===== src/verilog/noc_macros.svh =====
// Width and depth constants for the router node.
// Included by the package and by the input FIFO.

`ifndef NOC_MACROS_SVH
`define NOC_MACROS_SVH

// One tail bit on top of a ten bit payload
`define NOC_FLIT_W 11

// Entries in each input FIFO
// The FIFO full flag relies on this being a power of two
`define NOC_FIFO_DEPTH 8

`endif


===== src/verilog/noc_pkg.sv =====
// Types shared by the router node RTL and its testbench.
// Import it inside a module body; use scoped names in port lists.

`include "noc_macros.svh"

package noc_pkg;

	// Signed hop count carried in the payload of a header flit
	typedef logic [`NOC_FLIT_W-2:0] hop_t;

	// One flit on a link
	// The payload is a hop_t in a header and plain data in a body flit
	typedef struct packed {
		logic                    tail;
		logic [`NOC_FLIT_W-2:0] payload;
	} flit_t;

	// Input controller FSM states
	typedef enum logic [1:0] {
		ic_idle,
		ic_parse,
		ic_send_0,
		ic_send_1
	} ic_state_t;

endpackage


===== src/verilog/flit_fifo.sv =====
// Input buffer for one router port.
// Circular buffer with a combinational head; push is ignored while full
// and read is ignored while empty.

`timescale 1ns/1ps
`include "noc_macros.svh"

module flit_fifo (
	input  logic           clk,
	input  logic           rst_n,
	input  logic           push,
	input  noc_pkg::flit_t push_flit,
	input  logic           read,
	output noc_pkg::flit_t pop_flit,
	output logic           empty,
	output logic           full
);
	import noc_pkg::*;

	localparam int ptr_w = $clog2(`NOC_FIFO_DEPTH);

	flit_t            mem [`NOC_FIFO_DEPTH];
	logic [ptr_w-1:0] wr_ptr;
	logic [ptr_w-1:0] rd_ptr;
	logic [ptr_w:0]   count;
	logic             do_push;
	logic             do_pop;

	// Qualified strobes, a write needs room and a read needs data
	assign do_push = push && !full;
	assign do_pop  = read && !empty;

	assign empty = (count == '0);
	// With a power of two depth the count only reaches its top bit when full
	assign full  = count[ptr_w];

	// Head of the queue is shown straight from the storage
	assign pop_flit = mem[rd_ptr];

	// Storage array
	always_ff @(posedge clk) begin
		if (do_push) begin
			mem[wr_ptr] <= push_flit;
		end
	end

	// Pointers wrap on their own since the depth is a power of two
	always_ff @(posedge clk) begin
		if (!rst_n) begin
			wr_ptr <= '0;
			rd_ptr <= '0;
			count  <= '0;
		end else begin
			if (do_push) begin
				wr_ptr <= wr_ptr + 1'b1;
			end
			if (do_pop) begin
				rd_ptr <= rd_ptr + 1'b1;
			end
			// Occupancy only moves when exactly one side is active
			case ({do_push, do_pop})
				2'b10:   count <= count + 1'b1;
				2'b01:   count <= count - 1'b1;
				default: count <= count;
			endcase
		end
	end

endmodule


===== src/verilog/input_controller.sv =====
// Input controller for one router port.
// Reads a header from its FIFO, picks an output from the signed hop field,
// rewrites the header and streams the packet to that output's allocator.

`timescale 1ns/1ps

module input_controller (
	input  logic           clk,
	input  logic           rst_n,
	input  logic           empty,
	input  noc_pkg::flit_t in_flit,
	input  logic           ready_0,
	input  logic           ready_1,
	output logic           read,
	output logic           req_0,
	output logic           req_1,
	output noc_pkg::flit_t out_flit
);
	import noc_pkg::*;

	ic_state_t state;
	ic_state_t next_state;
	hop_t      hop;
	hop_t      new_hop;
	logic      to_out_1;
	flit_t     hdr_flit;
	logic      hdr_pending;
	logic      have_flit;
	logic      move;

	// Hop field of the flit at the FIFO head, only meaningful in parse
	assign hop = in_flit.payload;

	// Strictly positive means sign bit clear and some bit set
	assign to_out_1 = !hop[$bits(hop_t)-1] && (|hop);

	// Positive hops count down on the way to output 1
	// Zero or negative hops are negated on the way to output 0
	assign new_hop = to_out_1 ? (hop - hop_t'(1)) : -hop;

	// The rewritten header is offered first, then body flits straight
	// from the FIFO head
	assign out_flit = hdr_pending ? hdr_flit : in_flit;

	// There is something to offer if the header is still held or a body
	// flit has arrived in the FIFO
	assign have_flit = hdr_pending || !empty;

	assign req_0 = (state == ic_send_0) && have_flit;
	assign req_1 = (state == ic_send_1) && have_flit;

	// A flit leaves on any cycle where the chosen allocator takes it
	assign move = (req_0 && ready_0) || (req_1 && ready_1);

	// The header is popped during parse, body flits as they are accepted
	assign read = ((state == ic_parse) && !empty) || (move && !hdr_pending);

	// Next state logic
	always_comb begin
		next_state = state;
		case (state)
			ic_idle: begin
				if (!empty) begin
					next_state = ic_parse;
				end
			end
			ic_parse: begin
				// After a body tail the FIFO can turn out empty here,
				// so fall back to idle without forming a header
				if (empty) begin
					next_state = ic_idle;
				end else if (to_out_1) begin
					next_state = ic_send_1;
				end else begin
					next_state = ic_send_0;
				end
			end
			ic_send_0, ic_send_1: begin
				if (move && out_flit.tail) begin
					next_state = empty ? ic_idle : ic_parse;
				end
			end
			default: next_state = ic_idle;
		endcase
	end

	// State and header bookkeeping
	always_ff @(posedge clk) begin
		if (!rst_n) begin
			state       <= ic_idle;
			hdr_pending <= 1'b0;
		end else begin
			state <= next_state;
			if ((state == ic_parse) && !empty) begin
				hdr_pending <= 1'b1;
			end else if (move) begin
				hdr_pending <= 1'b0;
			end
		end
	end

	// Rewritten header register, tail bit passes through untouched
	always_ff @(posedge clk) begin
		if ((state == ic_parse) && !empty) begin
			hdr_flit.tail    <= in_flit.tail;
			hdr_flit.payload <= new_hop;
		end
	end

endmodule


===== src/verilog/output_allocator.sv =====
// Output allocator for one router output.
// Grants the port to one of two input controllers for a whole packet,
// rotating priority after each tail, and registers the outgoing flit.

`timescale 1ns/1ps

module output_allocator (
	input  logic           clk,
	input  logic           rst_n,
	input  logic           req_a,
	input  logic           req_b,
	input  noc_pkg::flit_t flit_a,
	input  noc_pkg::flit_t flit_b,
	input  logic           out_ready,
	output logic           ready_a,
	output logic           ready_b,
	output logic           out_valid,
	output noc_pkg::flit_t out_flit
);
	import noc_pkg::*;

	logic  locked;
	logic  owner_b;
	logic  prio_b;
	logic  sel_a;
	logic  sel_b;
	logic  move_a;
	logic  move_b;
	logic  move;
	flit_t mux_flit;

	// While a packet is in flight the grant stays with its owner
	// Otherwise a new requester is picked at once so a header can pass
	// in the same cycle its request rises
	always_comb begin
		if (locked) begin
			sel_a = !owner_b;
			sel_b = owner_b;
		end else begin
			sel_a = req_a && (!prio_b || !req_b);
			sel_b = req_b && (prio_b || !req_a);
		end
	end

	// Ready only goes out to the selected side and only while the
	// downstream side can take a flit
	assign ready_a = out_ready && sel_a;
	assign ready_b = out_ready && sel_b;

	assign move_a = req_a && ready_a;
	assign move_b = req_b && ready_b;
	assign move   = move_a || move_b;

	assign mux_flit = move_b ? flit_b : flit_a;

	// Grant and round-robin pointer
	always_ff @(posedge clk) begin
		if (!rst_n) begin
			locked  <= 1'b0;
			owner_b <= 1'b0;
			prio_b  <= 1'b0;
		end else if (move) begin
			if (mux_flit.tail) begin
				// Release and hand priority to the side not just served
				locked <= 1'b0;
				prio_b <= move_a;
			end else begin
				locked  <= 1'b1;
				owner_b <= move_b;
			end
		end
	end

	// Valid strobe only updates while downstream is ready, so a presented
	// flit holds during back-pressure
	always_ff @(posedge clk) begin
		if (!rst_n) begin
			out_valid <= 1'b0;
		end else if (out_ready) begin
			out_valid <= move;
		end
	end

	// Output data register
	always_ff @(posedge clk) begin
		if (move) begin
			out_flit <= mux_flit;
		end
	end

endmodule


===== src/verilog/router_node.sv =====
// One node of a 1-D wormhole router with two inputs and two outputs.
// Each input runs FIFO then controller; each output has its own allocator
// fed by both controllers.

`timescale 1ns/1ps

module router_node (
	input  logic           clk,
	input  logic           rst_n,
	input  logic           in_push_0,
	input  logic           in_push_1,
	input  noc_pkg::flit_t in_flit_0,
	input  noc_pkg::flit_t in_flit_1,
	input  logic           out_ready_0,
	input  logic           out_ready_1,
	output logic           in_full_0,
	output logic           in_full_1,
	output logic           out_valid_0,
	output logic           out_valid_1,
	output noc_pkg::flit_t out_flit_0,
	output noc_pkg::flit_t out_flit_1
);
	import noc_pkg::*;

	// FIFO to controller, per input
	flit_t head_0;
	flit_t head_1;
	logic  empty_0;
	logic  empty_1;
	logic  read_0;
	logic  read_1;

	// Controller to allocator, named ic<input>_<output>
	flit_t ic0_flit;
	flit_t ic1_flit;
	logic  ic0_req_0;
	logic  ic0_req_1;
	logic  ic1_req_0;
	logic  ic1_req_1;
	logic  ic0_ready_0;
	logic  ic0_ready_1;
	logic  ic1_ready_0;
	logic  ic1_ready_1;

	// Input side, port 0
	flit_fifo fifo_0 (
		.clk(clk), .rst_n(rst_n), .push(in_push_0), .push_flit(in_flit_0),
		.read(read_0), .pop_flit(head_0), .empty(empty_0), .full(in_full_0)
	);
	input_controller ic_0 (
		.clk(clk), .rst_n(rst_n), .empty(empty_0), .in_flit(head_0),
		.ready_0(ic0_ready_0), .ready_1(ic0_ready_1), .read(read_0),
		.req_0(ic0_req_0), .req_1(ic0_req_1), .out_flit(ic0_flit)
	);

	// Input side, port 1
	flit_fifo fifo_1 (
		.clk(clk), .rst_n(rst_n), .push(in_push_1), .push_flit(in_flit_1),
		.read(read_1), .pop_flit(head_1), .empty(empty_1), .full(in_full_1)
	);
	input_controller ic_1 (
		.clk(clk), .rst_n(rst_n), .empty(empty_1), .in_flit(head_1),
		.ready_0(ic1_ready_0), .ready_1(ic1_ready_1), .read(read_1),
		.req_0(ic1_req_0), .req_1(ic1_req_1), .out_flit(ic1_flit)
	);

	// Output 0 collects every req_0, input 0 on side a
	output_allocator alloc_0 (
		.clk(clk), .rst_n(rst_n), .req_a(ic0_req_0), .req_b(ic1_req_0),
		.flit_a(ic0_flit), .flit_b(ic1_flit), .out_ready(out_ready_0),
		.ready_a(ic0_ready_0), .ready_b(ic1_ready_0),
		.out_valid(out_valid_0), .out_flit(out_flit_0)
	);

	// Output 1 collects every req_1
	output_allocator alloc_1 (
		.clk(clk), .rst_n(rst_n), .req_a(ic0_req_1), .req_b(ic1_req_1),
		.flit_a(ic0_flit), .flit_b(ic1_flit), .out_ready(out_ready_1),
		.ready_a(ic0_ready_1), .ready_b(ic1_ready_1),
		.out_valid(out_valid_1), .out_flit(out_flit_1)
	);

endmodule


===== config.mk =====
export PLATFORM = sky130hd
export DESIGN_NAME = router_node
export DESIGN_NICKNAME = d
export VERILOG_FILES = /design/src/verilog/noc_pkg.sv /design/src/verilog/flit_fifo.sv /design/src/verilog/input_controller.sv /design/src/verilog/output_allocator.sv /design/src/verilog/router_node.sv
export VERILOG_INCLUDE_DIRS = /design/src /design/src/verilog
export SDC_FILE = /design/constraint.sdc
export NUM_CORES = 1
export LEC_CHECK = 0
export BUFFER_PORTS_ARGS = -buffer_cell sky130_fd_sc_hd__buf_2
export CAP_MARGIN = 10
export CORE_ASPECT_RATIO = 0.8
export CORE_MARGIN = 5
export CORE_UTILIZATION = 60
export DETAILED_ROUTE_END_ITERATION = 8
export PLACE_DENSITY_LB_ADDON = 0.05
export SYNTH_ARGS = -nofsm -noshare
export SYNTH_HDL_FRONTEND = slang
export SYNTH_SLANG_ARGS = --single-unit

===== constraint.sdc =====
create_clock -name clk -period 6.3 [get_ports clk]
set_input_delay 0.945 -clock clk [delete_from_list [all_inputs] [get_ports clk]]
set_output_delay 0.945 -clock clk [all_outputs]
set_load 0.02 [all_outputs]

# == Word-level counts from Yosys, hierarchy flattened ==
# Memory sizes are Yosys's and may differ from the RTL's. A register that Yosys moved wholly into a read port is not among the register bits.
# Index checks and enable logic that the tools add are counted.
# word_totals
register_bits,78
ram_bits,176
out_inout_bits,26
wordCells,168
mem_count,2
# classes
n_addsub,12
eq_ne,14
mux,38
bitwise,2
n_reduce_logical,74
# mem_list
name,depth,width,rd,rd_clocked_by_memory_dff,write_ports,line_no,text
fifo_0.mem,8,11,1,1,1,flit_fifo.sv:22,flit_t mem [`NOC_FIFO_DEPTH];
fifo_1.mem,8,11,1,1,1,flit_fifo.sv:22,
# op_table
operator,count
$mux W11,4
$logic_and A1 B1 Y1,28
$mux W10,2
$neg A10 Y10,2
$reduce_or A10 Y1,2
$sub A10 B1 Y10 const B,2
$mux W1,18
$logic_not A1 Y1,16
$pmux W4 S2,2
$add A3 B1 Y3 const B,4
$eq A2 B2 Y1 const B,6
$logic_or A1 B1 Y1,12
$mux W2,6
$mux W3,4
$pmux W2 S3,2
$reduce_and A2 Y1,6
$add A4 B1 Y4 const B,2
$eq A2 B1 Y1 const B,4
$logic_not A4 Y1,2
$reduce_bool A2 Y1,4
$sub A4 B1 Y4 const B,2
$logic_not A2 Y1,2
$ne A2 B1 Y1 const B,2
$ne A2 B2 Y1 const B,2
2 further kinds,4

# == Logic depth before layout (Yosys ltp) ==
# Gate-level depths: netlist of run 1.
# depth
ltp_word,16
mapped_depth,13
mapped_depth_nobuf,12

# == Hierarchy ==
# A second synthesis of run 1 with hierarchy kept.
# hier_totals
hier_cells,679
area_unflattened_um2,11533.6
# modules_own_cells
mod,instances,cells_per_inst,area_each_um2
flit_fifo (fifo_1),1,199,4043.9
flit_fifo (fifo_0),1,198,4036.4
input_controller,2,83,923.4
output_allocator,2,58,803.3

# == Worst setup path after synthesis of run 1 ==
# No wires, ideal clock.
# synth_path
path_kind,register to register
start,register fifo_0.count[1]
end,register fifo_0.count[2]
setup_ns,0.071
t_arrival_ns,3.158
required_time_ns,6.229
slack_ns,3.071
path_stages_with_launch,13
path_buffers,1
synth_period_minus_slack_ns,3.229
path_cell_list,dfxtp_1 clkbuf_1 nor4_1 nor3_1 a41oi_1 inv_1 ha_1 xor2_1 ha_1 a21oi_1 xor2_1 or3_1 a21oi_1
# synth_between
elab_chain_len,14
word_cells_on_any_way,24
# synth_lines
item,line_no,text
"start, declared",flit_fifo.sv:25,logic [ptr_w:0] count;
"start signal, assigned",flit_fifo.sv:62,2'b10: count <= count + 1'b1;
"start signal, assigned",flit_fifo.sv:63,2'b01: count <= count - 1'b1;
"start signal, assigned",flit_fifo.sv:64,default: count <= count;
$logic_not A4 Y1,flit_fifo.sv:33,assign empty = (count == '0);
$logic_not A1 Y1,"flit_fifo.sv:31, input_controller.sv:47, input_controller.sv:56",
$logic_or A1 B1 Y1,input_controller.sv:47,assign have_flit = hdr_pending || !empty;
$logic_and A1 B1 Y1 (on tied branches),"input_controller.sv:49, input_controller.sv:50",
$logic_and A1 B1 Y1,output_allocator.sv:40,sel_a = req_a && (!prio_b || !req_b);
$mux W1,output_allocator.sv:36,if (locked) begin
$logic_and A1 B1 Y1,output_allocator.sv:47,assign ready_a = out_ready && sel_a;
$logic_and A1 B1 Y1,input_controller.sv:53,assign move = (req_0 && ready_0) || (req_1 && ready_1);
$logic_or A1 B1 Y1,input_controller.sv:53,
$logic_and A1 B1 Y1,input_controller.sv:56,assign read = ((state == ic_parse) && !empty) || (move && !hdr_pending);
$logic_or A1 B1 Y1,input_controller.sv:56,
$logic_and A1 B1 Y1,flit_fifo.sv:31,assign do_pop = read && !empty;
$eq A2 B1 Y1 / $eq A2 B2 Y1 (equally long branches),flit_fifo.sv:61,"case ({do_push, do_pop})"
$pmux W4 S2 / $reduce_bool A2 Y1 (equally long branches),-,
# Several ways; a longest one is shown, not always the timed one.
# A chain may end at the register's enable or synchronous reset.

==> results.tsv, run 1 <==
stage	metric	value	unit
job	cap_violations	0	
pwr	p_comb_frac	0.230	
critical_path	crit_fanout	19	
die	die_x	162.1	um
placed_design	gp_congestion	0.8077	
pwr	p_int	3508	uW
global_route	antenna_found_initial	0	
pwr	p_leak	0.004478	uW
finish	final_layout_size_suffix_gt1_frac	0.2186	
yosys	syn_nets	750	
yosys	yosys-top-cells-count	edfxtp_1, nor2_1, nand2_1	
drt	first_pass_iters	5	
yosys	netlist_area	11100	um^2
yosys	synth_edf_count	220	
finish	syn_to_final_growth	13.24	%
die	die_y	131.7	um
die	dieArea	21340	um^2
cts	clk_latency	0.52	ns
yosys	synth_area_leader_cell	edfxtp_1	
placed_design	dp_slack	2.616	ns
min_path	hold_path_class	register to register	
outcome	outcome	completed	
timing	period_needed	3.695	ns
yosys	yosysWarningCount	0	
yosys	syn_avg_cell_area	15.64	um^2
pwr	p_switching	1368	uW
die	start_util	0.6111	
critical_path	reg2reg_slack	2.60	ns
yosys	yosys_most_used_dff	edfxtp_1	
finish	diodes	0	
cts	cts-root-buf	clkbuf_16	
pwr	clkPwrFrac	0.330	
timing	setup_viol	0	
die	io_pins	54	
cts	cts_buffers	26	
drt	avgRoutedWirePerCell	21.09	um
drt	num_vias	6288	
timing	tightest_slew	1.098	ns
drt	routed_via_density	6.075	
timing	skew	0.009387	ns
global_route	met3_usage	0.03287	
timing	fin_crit_sh	0.5865	
finish	fill_cells	1224	
finish	final_nets	826	
yosys	yosysMostFrequentCell	edfxtp_1	
cts	cts_tree	yes	
yosys	synth_top_area_frac	0.5951	
global_route	grt_pass1_wl	35060	um
pwr	p_seq_frac	0.440	
pwr	peakVddDrop	0.2397	mV
placed_design	portBuffers	53	
drt	ant_nets	0	
pwr	power_density	387.8	nW/um^2
die	core	18170	um^2
critical_path	end_kind	register	
drt	routed_wirelength	21830	um
global_route	grt_pass1_vias	6325	
global_route	grt_max_degree	32	
timing	hold_violations	0	
global_route	grt-ovfl-total	0	
cts	cts_sinks	260	
drt	drtIter0Drc	503	
cts	holdBufCountCts	0	
placed_design	place_inst	988	
timing	finalSetupTns	0	ns
cts	post-cts-setup-buffers	0	
critical_path	required	6.70	ns
global_route	track_usage	0.2081	
cts	htree_levels	1	
drt	drc	0	
cts	ctsResizeCount	0	
timing	max_freq	270.6	MHz
die	rows	44	
yosys	yosysUniqueCellTypes	58	
global_route	met2_usage	0.3067	
placed_design	place_hpwl	14830	um
pwr	swShare	0.2806	
yosys	async_flop_share	0	
cts	clockBufferDepth	3	
cts	cts.reportedPaths.clkPinSlew	0.06	ns
finish	post_layout_nonfiller_instances	1035	
critical_path	worst_ep_arrival_time	4.10	ns
min_path	hp-start	fifo_1.rd_ptr[2]$_SDFFE_PN0P_	
global_route	met1_usage	0.3330	
yosys	syn_inst	710	
timing	finalMaxSlewViolations	0	
critical_path	crit_type	register to register	
timing	rsz0062_at_grt	false	
timing	relSlewSlack	0.2672	
yosys	synthTopCellsByArea	edfxtp_1, mux4_2, dfxtp_1	
yosys	ys_ff_latch	260	
timing	setup_ws	2.605	ns
critical_path	cp-start-kind	register	
pwr	total_power	4876	uW
yosys	seq_area_frac_synth	0.6672	
global_route	top_usage_layer	met1	
## flip-flops by register name (all words and copies together) (netlist names), 4 cells and up, named ones only
signal            cells
alloc_0.out_flit     11
alloc_1.out_flit     11
fifo_0.count          4
fifo_0.mem           88
fifo_1.count          4
fifo_1.mem           88
ic_0.hdr_flit        11
ic_1.hdr_flit        11
## critical path, cell delays in order, from the launching register on
cell     delay [ns]
dfxtp_1        1.04
mux4_1         0.65
mux2i_1        0.33
ha_1           0.34
nand4_4        0.19
o41ai_4        0.63
nor2_2         0.05
o311a_1        0.34
## worst paths after layout
kind / to / cells after the start
worst min register to register: register / 2
worst max register to register: ic_1.state[0]$_SDFFE_PN0P_ / 7
worst min-delay path: register / 2
worst max-delay path: ic_1.state[0]$_SDFFE_PN0P_ / 7
## stage by stage
stage	cell area (um^2)	hold slack, ns	util
after floorplan	11100	0.4546	-
after global placement	11670	0.4680	0.6425
after detailed placement	11670	0.4854	0.6425
after CTS	12570	0.4939	0.6920
after global routing	12570	0.5202	0.6920
final	12570	0.4935	0.6920
## per-layer routing
layer,part of all wire,vias to the layer above
met3,0.056,27
met4,0.016,0
met5,0,-
li1,-,2894
met1,0.48,3193
met2,0.45,174
## placed cells by master (no fill, tap or decap), types with 5 or more instances in the layout
cell / instances
edfxtp_1: 220
buf_2: 53
nor2_1: 46
nand2_1: 44
mux2i_1: 42
dfxtp_1: 40
mux4_2: 37
a21oi_1: 34
o21ai_0: 29
clkbuf_16: 27
buf_4: 20
inv_1: 19
xnor2_1: 18
xor2_1: 17
nor3_1: 12
ha_1: 12
nand3_1: 10
nand2b_1: 10
mux2_2: 9
mux4_1: 7
nand3b_1: 6
or3_1: 6
clkinv_2: 6
and2_1: 5
bufinv_16: 5
## power groups by stage
stage          Clock [uW]  Sequential [uW]  Combinational, uW
2_1_floorplan           0             2150                865
3_3_place_gp            0             2170               1080
3_5_place_dp            0             2180               1120
4_1_cts              1640             2140               1130
5_1_grt              1710             2160               1240
6_report             1610             2150               1120
## kinds of logic after synthesis
family / synth area share
xor gates and xnor gates: 0.02761
AOI/OAI and AO/OA: 0.05027
DFF: 0.6672
muxes: 0.1491
and+or+nand+nor: 0.07326
buffers and inverters: 0.01905
adders and majority gates: 0.01352
## final cells by class
cell class                      count  area, um^2  area share
Inverter                           21       78.83    0.006270
Tap cell                          230       287.8     0.02289
Clock buffer                       30       686.9     0.05464
Clock inverter                     17       212.7     0.01692
Timing Repair Buffer               73       415.4     0.03304
Sequential cell                   260        7407      0.5892
Multi-Input combinational cell    404        3483      0.2771
No activity file was read; power rests on OpenSTA's default activity.
==> inputs of run 2 (changes only) <==
CORE_UTILIZATION = 55   (was 60)
clock period = 3.25 ns   (was 6.3 ns; I/O delays follow)
==> results.tsv, run 2 (synthesis results as in run 1) <==
stage	metric	value	unit
global_route	antenna_found_initial	0	
cts	htree_levels	1	
placed_design	place_hpwl	15200	um
cts	cts_buffers	26	
global_route	grt-ovfl-total	0	
timing	setup_viol	0	
drt	first_pass_iters	6	
drt	drc	0	
finish	final_common_cell	edfxtp_1	
die	core	19860	um^2
min_path	hp-start	in_flit_1[7]	
pwr	p_int	7024	uW
pwr	p_comb_frac	0.246	
die	die_x	168.8	um
global_route	grt_pass1_vias	6446	
finish	finish.utilization	0.6490	
timing	period_needed	3.129	ns
finish	syn_to_final_growth	16.07	%
timing	tightest_slew	0.9796	ns
placed_design	gp_congestion	0.8053	
timing	relSlewSlack	0.3462	
drt	ant_nets	0	
drt	route.met3.wl	1498	um
die	io_pins	54	
critical_path	reg2reg_slack	0.12	ns
pwr	p_leak	0.004604	uW
placed_design	place_inst	1041	
cts	cts_sinks	260	
pwr	clkPwrFrac	0.329	
timing	skew	0.01218	ns
drt	avgRoutedWirePerCell	20.32	um
global_route	grt_max_degree	32	
pwr	swShare	0.2798	
die	rows	46	
outcome	outcome	completed	
finish	fill_cells	1453	
drt	wl_met2	9853	um
finish	seqCellArea	7407	um^2
timing	finalMaxSlewViolations	0	
critical_path	reg2reg_depth	12	
drt	maxUsedRoutingLayer	met4	
die	start_util	0.5591	
drt	routed_via_density	5.812	
finish	final_layout_size_suffix_gt1_frac	0.2452	
min_path	hold_path_class	input pin to register	
finish	diodes	0	
timing	max_freq	319.6	MHz
die	dieArea	23140	um^2
drt	routed_wirelength	22190	um
critical_path	crit_type	register to register	
timing	hold_violations	0	
cts	cts-root-buf	clkbuf_16	
finish	final_nets	848	
die	die_y	137.1	um
critical_path	end_kind	register	
critical_path	worst_ep_arrival_time	3.57	ns
global_route	grt_pass1_wl	35510	um
cts	cts.reportedPaths.clkPinSlew	0.06	ns
pwr	power_density	756.9	nW/um^2
finish	post_layout_nonfiller_instances	1092	
timing	fin_crit_sh	0.9627	
global_route	track_usage	0.1977	
job	cap_violations	0	
pwr	p_seq_frac	0.426	
drt	wl_met1	10470	um
critical_path	rr_endpoint	fifo_1.count[2]$_SDFFE_PN0P_	
finish	final_cell_mix	edfxtp_1, buf_2, nor2_1	
placed_design	portBuffers	53	
critical_path	cp-start-kind	register	
pwr	peakVddDrop	0.3944	mV
min_path	whs_path_depth	1	
finish	multi_input_area	3525	um^2
timing	rsz0062_at_grt	true	
pwr	p_switching	2729	uW
drt	drtIter0Drc	606	
drt	num_vias	6347	
cts	cts_tree	yes	
critical_path	crit_fanout	7	
cts	clockBufferDepth	3	
critical_path	required	3.69	ns
min_path	whs_endpoint	fifo_1.mem[0][7]$_DFFE_PP_	
finish	reg.largest.list	fifo_0.mem (88), fifo_1.mem (88)	
cts	clk_latency	0.52	ns
critical_path	r2r_start	fifo_0.count[2]$_SDFFE_PN0P_	
## run 2: cell count changes in the layout (fill, tap and decap cells not counted), sizes merged
cell	previous run	this run
buf	73	95
bufinv	5	6
clkbuf	30	31
inv	22	21
## run 2: worst max path at each step
stage,start,end,slack (ns),depth (start not counted)
after floorplan,fifo_0.count[1]$_SDFFE_PN0P_,fifo_0.count[2]$_SDFFE_PN0P_,0.02,12
after global placement,fifo_0.count[0]$_SDFFE_PN0P_,fifo_1.count[2]$_SDFFE_PN0P_,0.18,12
after detailed placement,fifo_0.count[2]$_SDFFE_PN0P_,fifo_1.count[2]$_SDFFE_PN0P_,0.02,12
after CTS,fifo_0.count[2]$_SDFFE_PN0P_,fifo_1.count[2]$_SDFFE_PN0P_,0.03,12
after global routing,fifo_0.count[2]$_SDFFE_PN0P_,fifo_1.count[2]$_SDFFE_PN0P_,-0.02,12
final,fifo_0.count[2]$_SDFFE_PN0P_,fifo_1.count[2]$_SDFFE_PN0P_,0.12,12
## run 2: through the flow
stage	setup WS (ns)	TNS (ns)	power (uW)	hold WS (ns)	cell area [um^2]
floorplan	0.02105	0	5848	0.4546	11100
global placement	0.1809	0	6426	0.4687	11900
detailed placement	0.02135	0	6531	0.4868	11900
CTS	0.02746	0	9748	0.2128	12840
global route	-0.02124	-0.02458	10250	0.2188	12890
finish	0.1213	0	9753	0.2280	12890
## run 2: repair_timing
item,4_1_cts,5_1_grt
setup buffers,0,3
endpoints found under the hold margin,0,0
gates cloned,0,0
hold buffers,0,0
gates resized for setup,2,5
pin swaps,0,1
setup endpoints to repair,2,2
## run 2: worst max-delay path, stage by stage (launching register included)
cell      delay (ns)
dfxtp_1         0.36
or4_4           0.54
o211ai_1        0.25
a22oi_1         0.17
o31a_1          0.40
nor2_4          0.14
ha_4            0.18
xor2_1          0.17
ha_1            0.17
a21oi_1         0.05
xor2_1          0.16
or3_1           0.31
a21oi_1         0.14
## run 2: metal layers
layer / global-route usage / vias up
met2: 0.2994 / 227
met1: 0.3064 / 3140
met5: 0 / -
met4: 0.03695 / 0
li1: - / 2941
met3: 0.03552 / 39
## run 2: power groups by stage
stage,logic (uW),registers [uW],clock network (uW)
6_report,2400,4150,3210
5_1_grt,2640,4180,3430
4_1_cts,2340,4140,3260
3_5_place_dp,2320,4210,0
3_3_place_gp,2230,4190,0
2_1_floorplan,1680,4170,0
## run 2: cell type report
class	instances	share of cell area
flip-flops and latches	260	0.5748
multi-input cells	404	0.2735
clock buffers	31	0.05360
repair buffers	95	0.04797
well taps	264	0.02563
clock inverters	17	0.01835
inverters	21	0.006117
==> inputs of run 3 (changes only) <==
ABC_AREA = 1   (was not set)
==> results.tsv, run 3 <==
stage	metric	value	unit
cts	post-cts-setup-buffers	0	
timing	rsz0062_at_grt	false	
placed_design	gp_congestion	0.8273	
yosys	async_flop_share	0	
critical_path	crit_type	register to register	
critical_path	path_buf_inv	3	
critical_path	worst-path-stages	16	
critical_path	cp_top_family	simple AND/OR/NAND/NOR gates	
yosys	netlist_area	11660	um^2
cts	cts_sinks	260	
finish	finish.utilization	0.6271	
cts	clk_latency	0.53	ns
finish	final_common_cell	nand2_1	
cts	cts-root-buf	clkbuf_16	
job	cap_violations	0	
finish	fill_cells	1722	
drt	avgRoutedWirePerCell	16.71	um
global_route	grt_max_degree	45	
yosys	ys_ff_latch	260	
timing	skew	0.01142	ns
min_path	hp-start	in_flit_0[3]	
global_route	grt_pass1_vias	7485	
critical_path	cp_common_cell	nand2_1	
finish	diodes	0	
critical_path	reg2reg_slack	0.45	ns
drt	routed_wirelength	25010	um
drt	drtIter0Drc	531	
cts	ctsResizeCount	0	
cts	cts_tree	yes	
die	dieArea	24220	um^2
die	start_util	0.5615	
cts	holdBufCountCts	0	
cts	htree_levels	1	
timing	holdWs	0.2333	ns
timing	relSlewSlack	0.5385	
global_route	grt-ovfl-total	0	
critical_path	crit_fanout	5	
die	die_y	140.2	um
yosys	yosys-top-cells-count	nand2_1, edfxtp_1, inv_1	
yosys	syn_avg_cell_area	10.27	um^2
finish	seqCellArea	7407	um^2
pwr	p_leak	0.005206	uW
pwr	power_density	827.3	nW/um^2
placed_design	portBuffers	53	
critical_path	reg2reg_depth	16	
die	core	20760	um^2
drt	routed_via_density	5.255	
finish	reg.largest.list	fifo_0.mem (88), fifo_1.mem (88)	
timing	tightest_slew	0.6916	ns
yosys	yosysUniqueCellTypes	38	
critical_path	worst_ep_arrival_time	3.22	ns
drt	num_vias	7866	
drt	first_pass_iters	5	
drt	drc	0	
die	rows	47	
timing	fin_crit_sh	0.8621	
timing	finalMaxSlewViolations	0	
yosys	synthTopCellsByArea	edfxtp_1, nand2_1, dfxtp_1	
global_route	track_usage	0.2045	
finish	multi_input_area	3456	um^2
yosys	seq_area_frac_synth	0.6355	
yosys	syn_inst	1135	
placed_design	place_hpwl	16280	um
cts	cts.reportedPaths.clkPinSlew	0.06	ns
min_path	hold_path_class	input pin to register	
critical_path	crit_chain	inv_1 -> nand4_1 -> nand3_1 -> nand2_1 -> nand2_1 -> nand2_1 -> nand2_1 -> a21oi_1 -> inv_1 -> ha_1 -> xor2_1 -> ha_1 -> a21oi_1 -> xor2_1 -> o21ai_0 -> inv_1	
outcome	outcome	completed	
critical_path	r2r_start	fifo_0.count[1]$_SDFFE_PN0P_	
timing	max_freq	356.9	MHz
timing	setup_viol	0	
critical_path	rr_endpoint	fifo_1.count[2]$_SDFFE_PN0P_	
critical_path	end_kind	register	
drt	ant_nets	0	
global_route	antenna_found_initial	1	
critical_path	required	3.67	ns
timing	period_needed	2.802	ns
critical_path	cp-endpoint	fifo_1.count[2]$_SDFFE_PN0P_	
global_route	grt_pass1_wl	40330	um
yosys	synth_top_area_frac	0.5668	
pwr	peakVddDrop	0.5841	mV
die	io_pins	54	
yosys	yosys_most_used_dff	edfxtp_1	
finish	final_nets	1248	
die	die_x	172.8	um
cts	cts_buffers	26	
timing	hold_violations	0	
yosys	yosysMostFrequentCell	nand2_1	
finish	final_cell_mix	nand2_1, edfxtp_1, inv_1	
critical_path	slowest_stage	dfxtp_1	
finish	syn_to_final_growth	11.68	%
timing	finalSetupTns	0	ns
yosys	synth_edf_count	220	
yosys	synth_area_leader_cell	edfxtp_1	
critical_path	slowest_delay	0.39	ns
yosys	yosysWarningCount	0	
critical_path	startpoint	fifo_0.count[1]$_SDFFE_PN0P_	
yosys	syn_nets	1175	
cts	clockBufferDepth	3	
finish	final_layout_size_suffix_gt1_frac	0.1238	
critical_path	cp-start-kind	register	
[run 3: cell types whose count changed in the layout (fill, tap and decap cells not counted), sizes merged, moves of 11 or more]
| cell | before | now |
|---|---|---|
| nor2 | 47 | 105 |
| mux2 | 11 | 0 |
| mux2i | 47 | 0 |
| o21ai | 32 | 113 |
| mux4 | 44 | 0 |
| nand2 | 44 | 279 |
| nand3 | 10 | 97 |
| inv | 21 | 130 |
[run 3: worst min path at each step]
stage                                              end  slack, ns  depth (start not counted)
after floorplan           alloc_0.owner_b$_SDFFE_PN0P_       0.44                          2
after global placement    alloc_0.owner_b$_SDFFE_PN0P_       0.45                          2
after detailed placement  alloc_0.owner_b$_SDFFE_PN0P_       0.47                          2
after CTS                   fifo_0.mem[6][3]$_DFFE_PP_       0.21                          1
after global routing        fifo_0.mem[4][3]$_DFFE_PP_       0.22                          1
final                       fifo_0.mem[6][3]$_DFFE_PP_       0.23                          1
[run 3: through the flow]
| stage | std cells | cell area (um^2) | power (uW) | setup slack (ns) |
|---|---|---|---|---|
| 6_report | 1497 | 13020 | 10770 | 0.4481 |
| 5_1_grt | 1497 | 13020 | 11500 | 0.1235 |
| 4_1_cts | 1497 | 13020 | 10840 | 0.4866 |
| 3_5_place_dp | 1449 | 12210 | 7986 | 0.5373 |
| 3_3_place_gp | 1449 | 12210 | 7917 | 0.6745 |
| 2_1_floorplan | 1135 | 11660 | 7155 | 0.8560 |
[run 3: cells by family (layout without fill, tap and decap cells)]
family                     Yosys count  count (layout)  synth area share
DFF                                260             260            0.6355
adders and majority gates           12              12           0.01288
buffers and inverters              171             264           0.06805
AOI/OAI and AO/OA                  166             166           0.07675
and+or+nand+nor                    499             499            0.1866
xor gates and xnor gates            27              27           0.02029
[run 3: power by group]
group          switching, uW  internal (uW)
registers                173           4170
logic                   2470           1110
clock network           1200           1630
total                   3850           6920
[run 3: routing by layer]
layer  track usage  up-vias  part of all wire
li1              -     3969                 -
met1        0.3123     3685              0.49
met2        0.3145      172              0.44
met3       0.03206       38             0.045
met4       0.04218        2             0.021
met5             0        -           0.00052
[run 3: cell type report]
type                            instances  area share
Clock inverter                          9    0.006055
Inverter                              131     0.03874
Clock buffer                           39     0.05604
Timing Repair Buffer                   85     0.03883
Tap cell                              269     0.02586
Sequential cell                       260      0.5690
Multi-Input combinational cell        704      0.2655
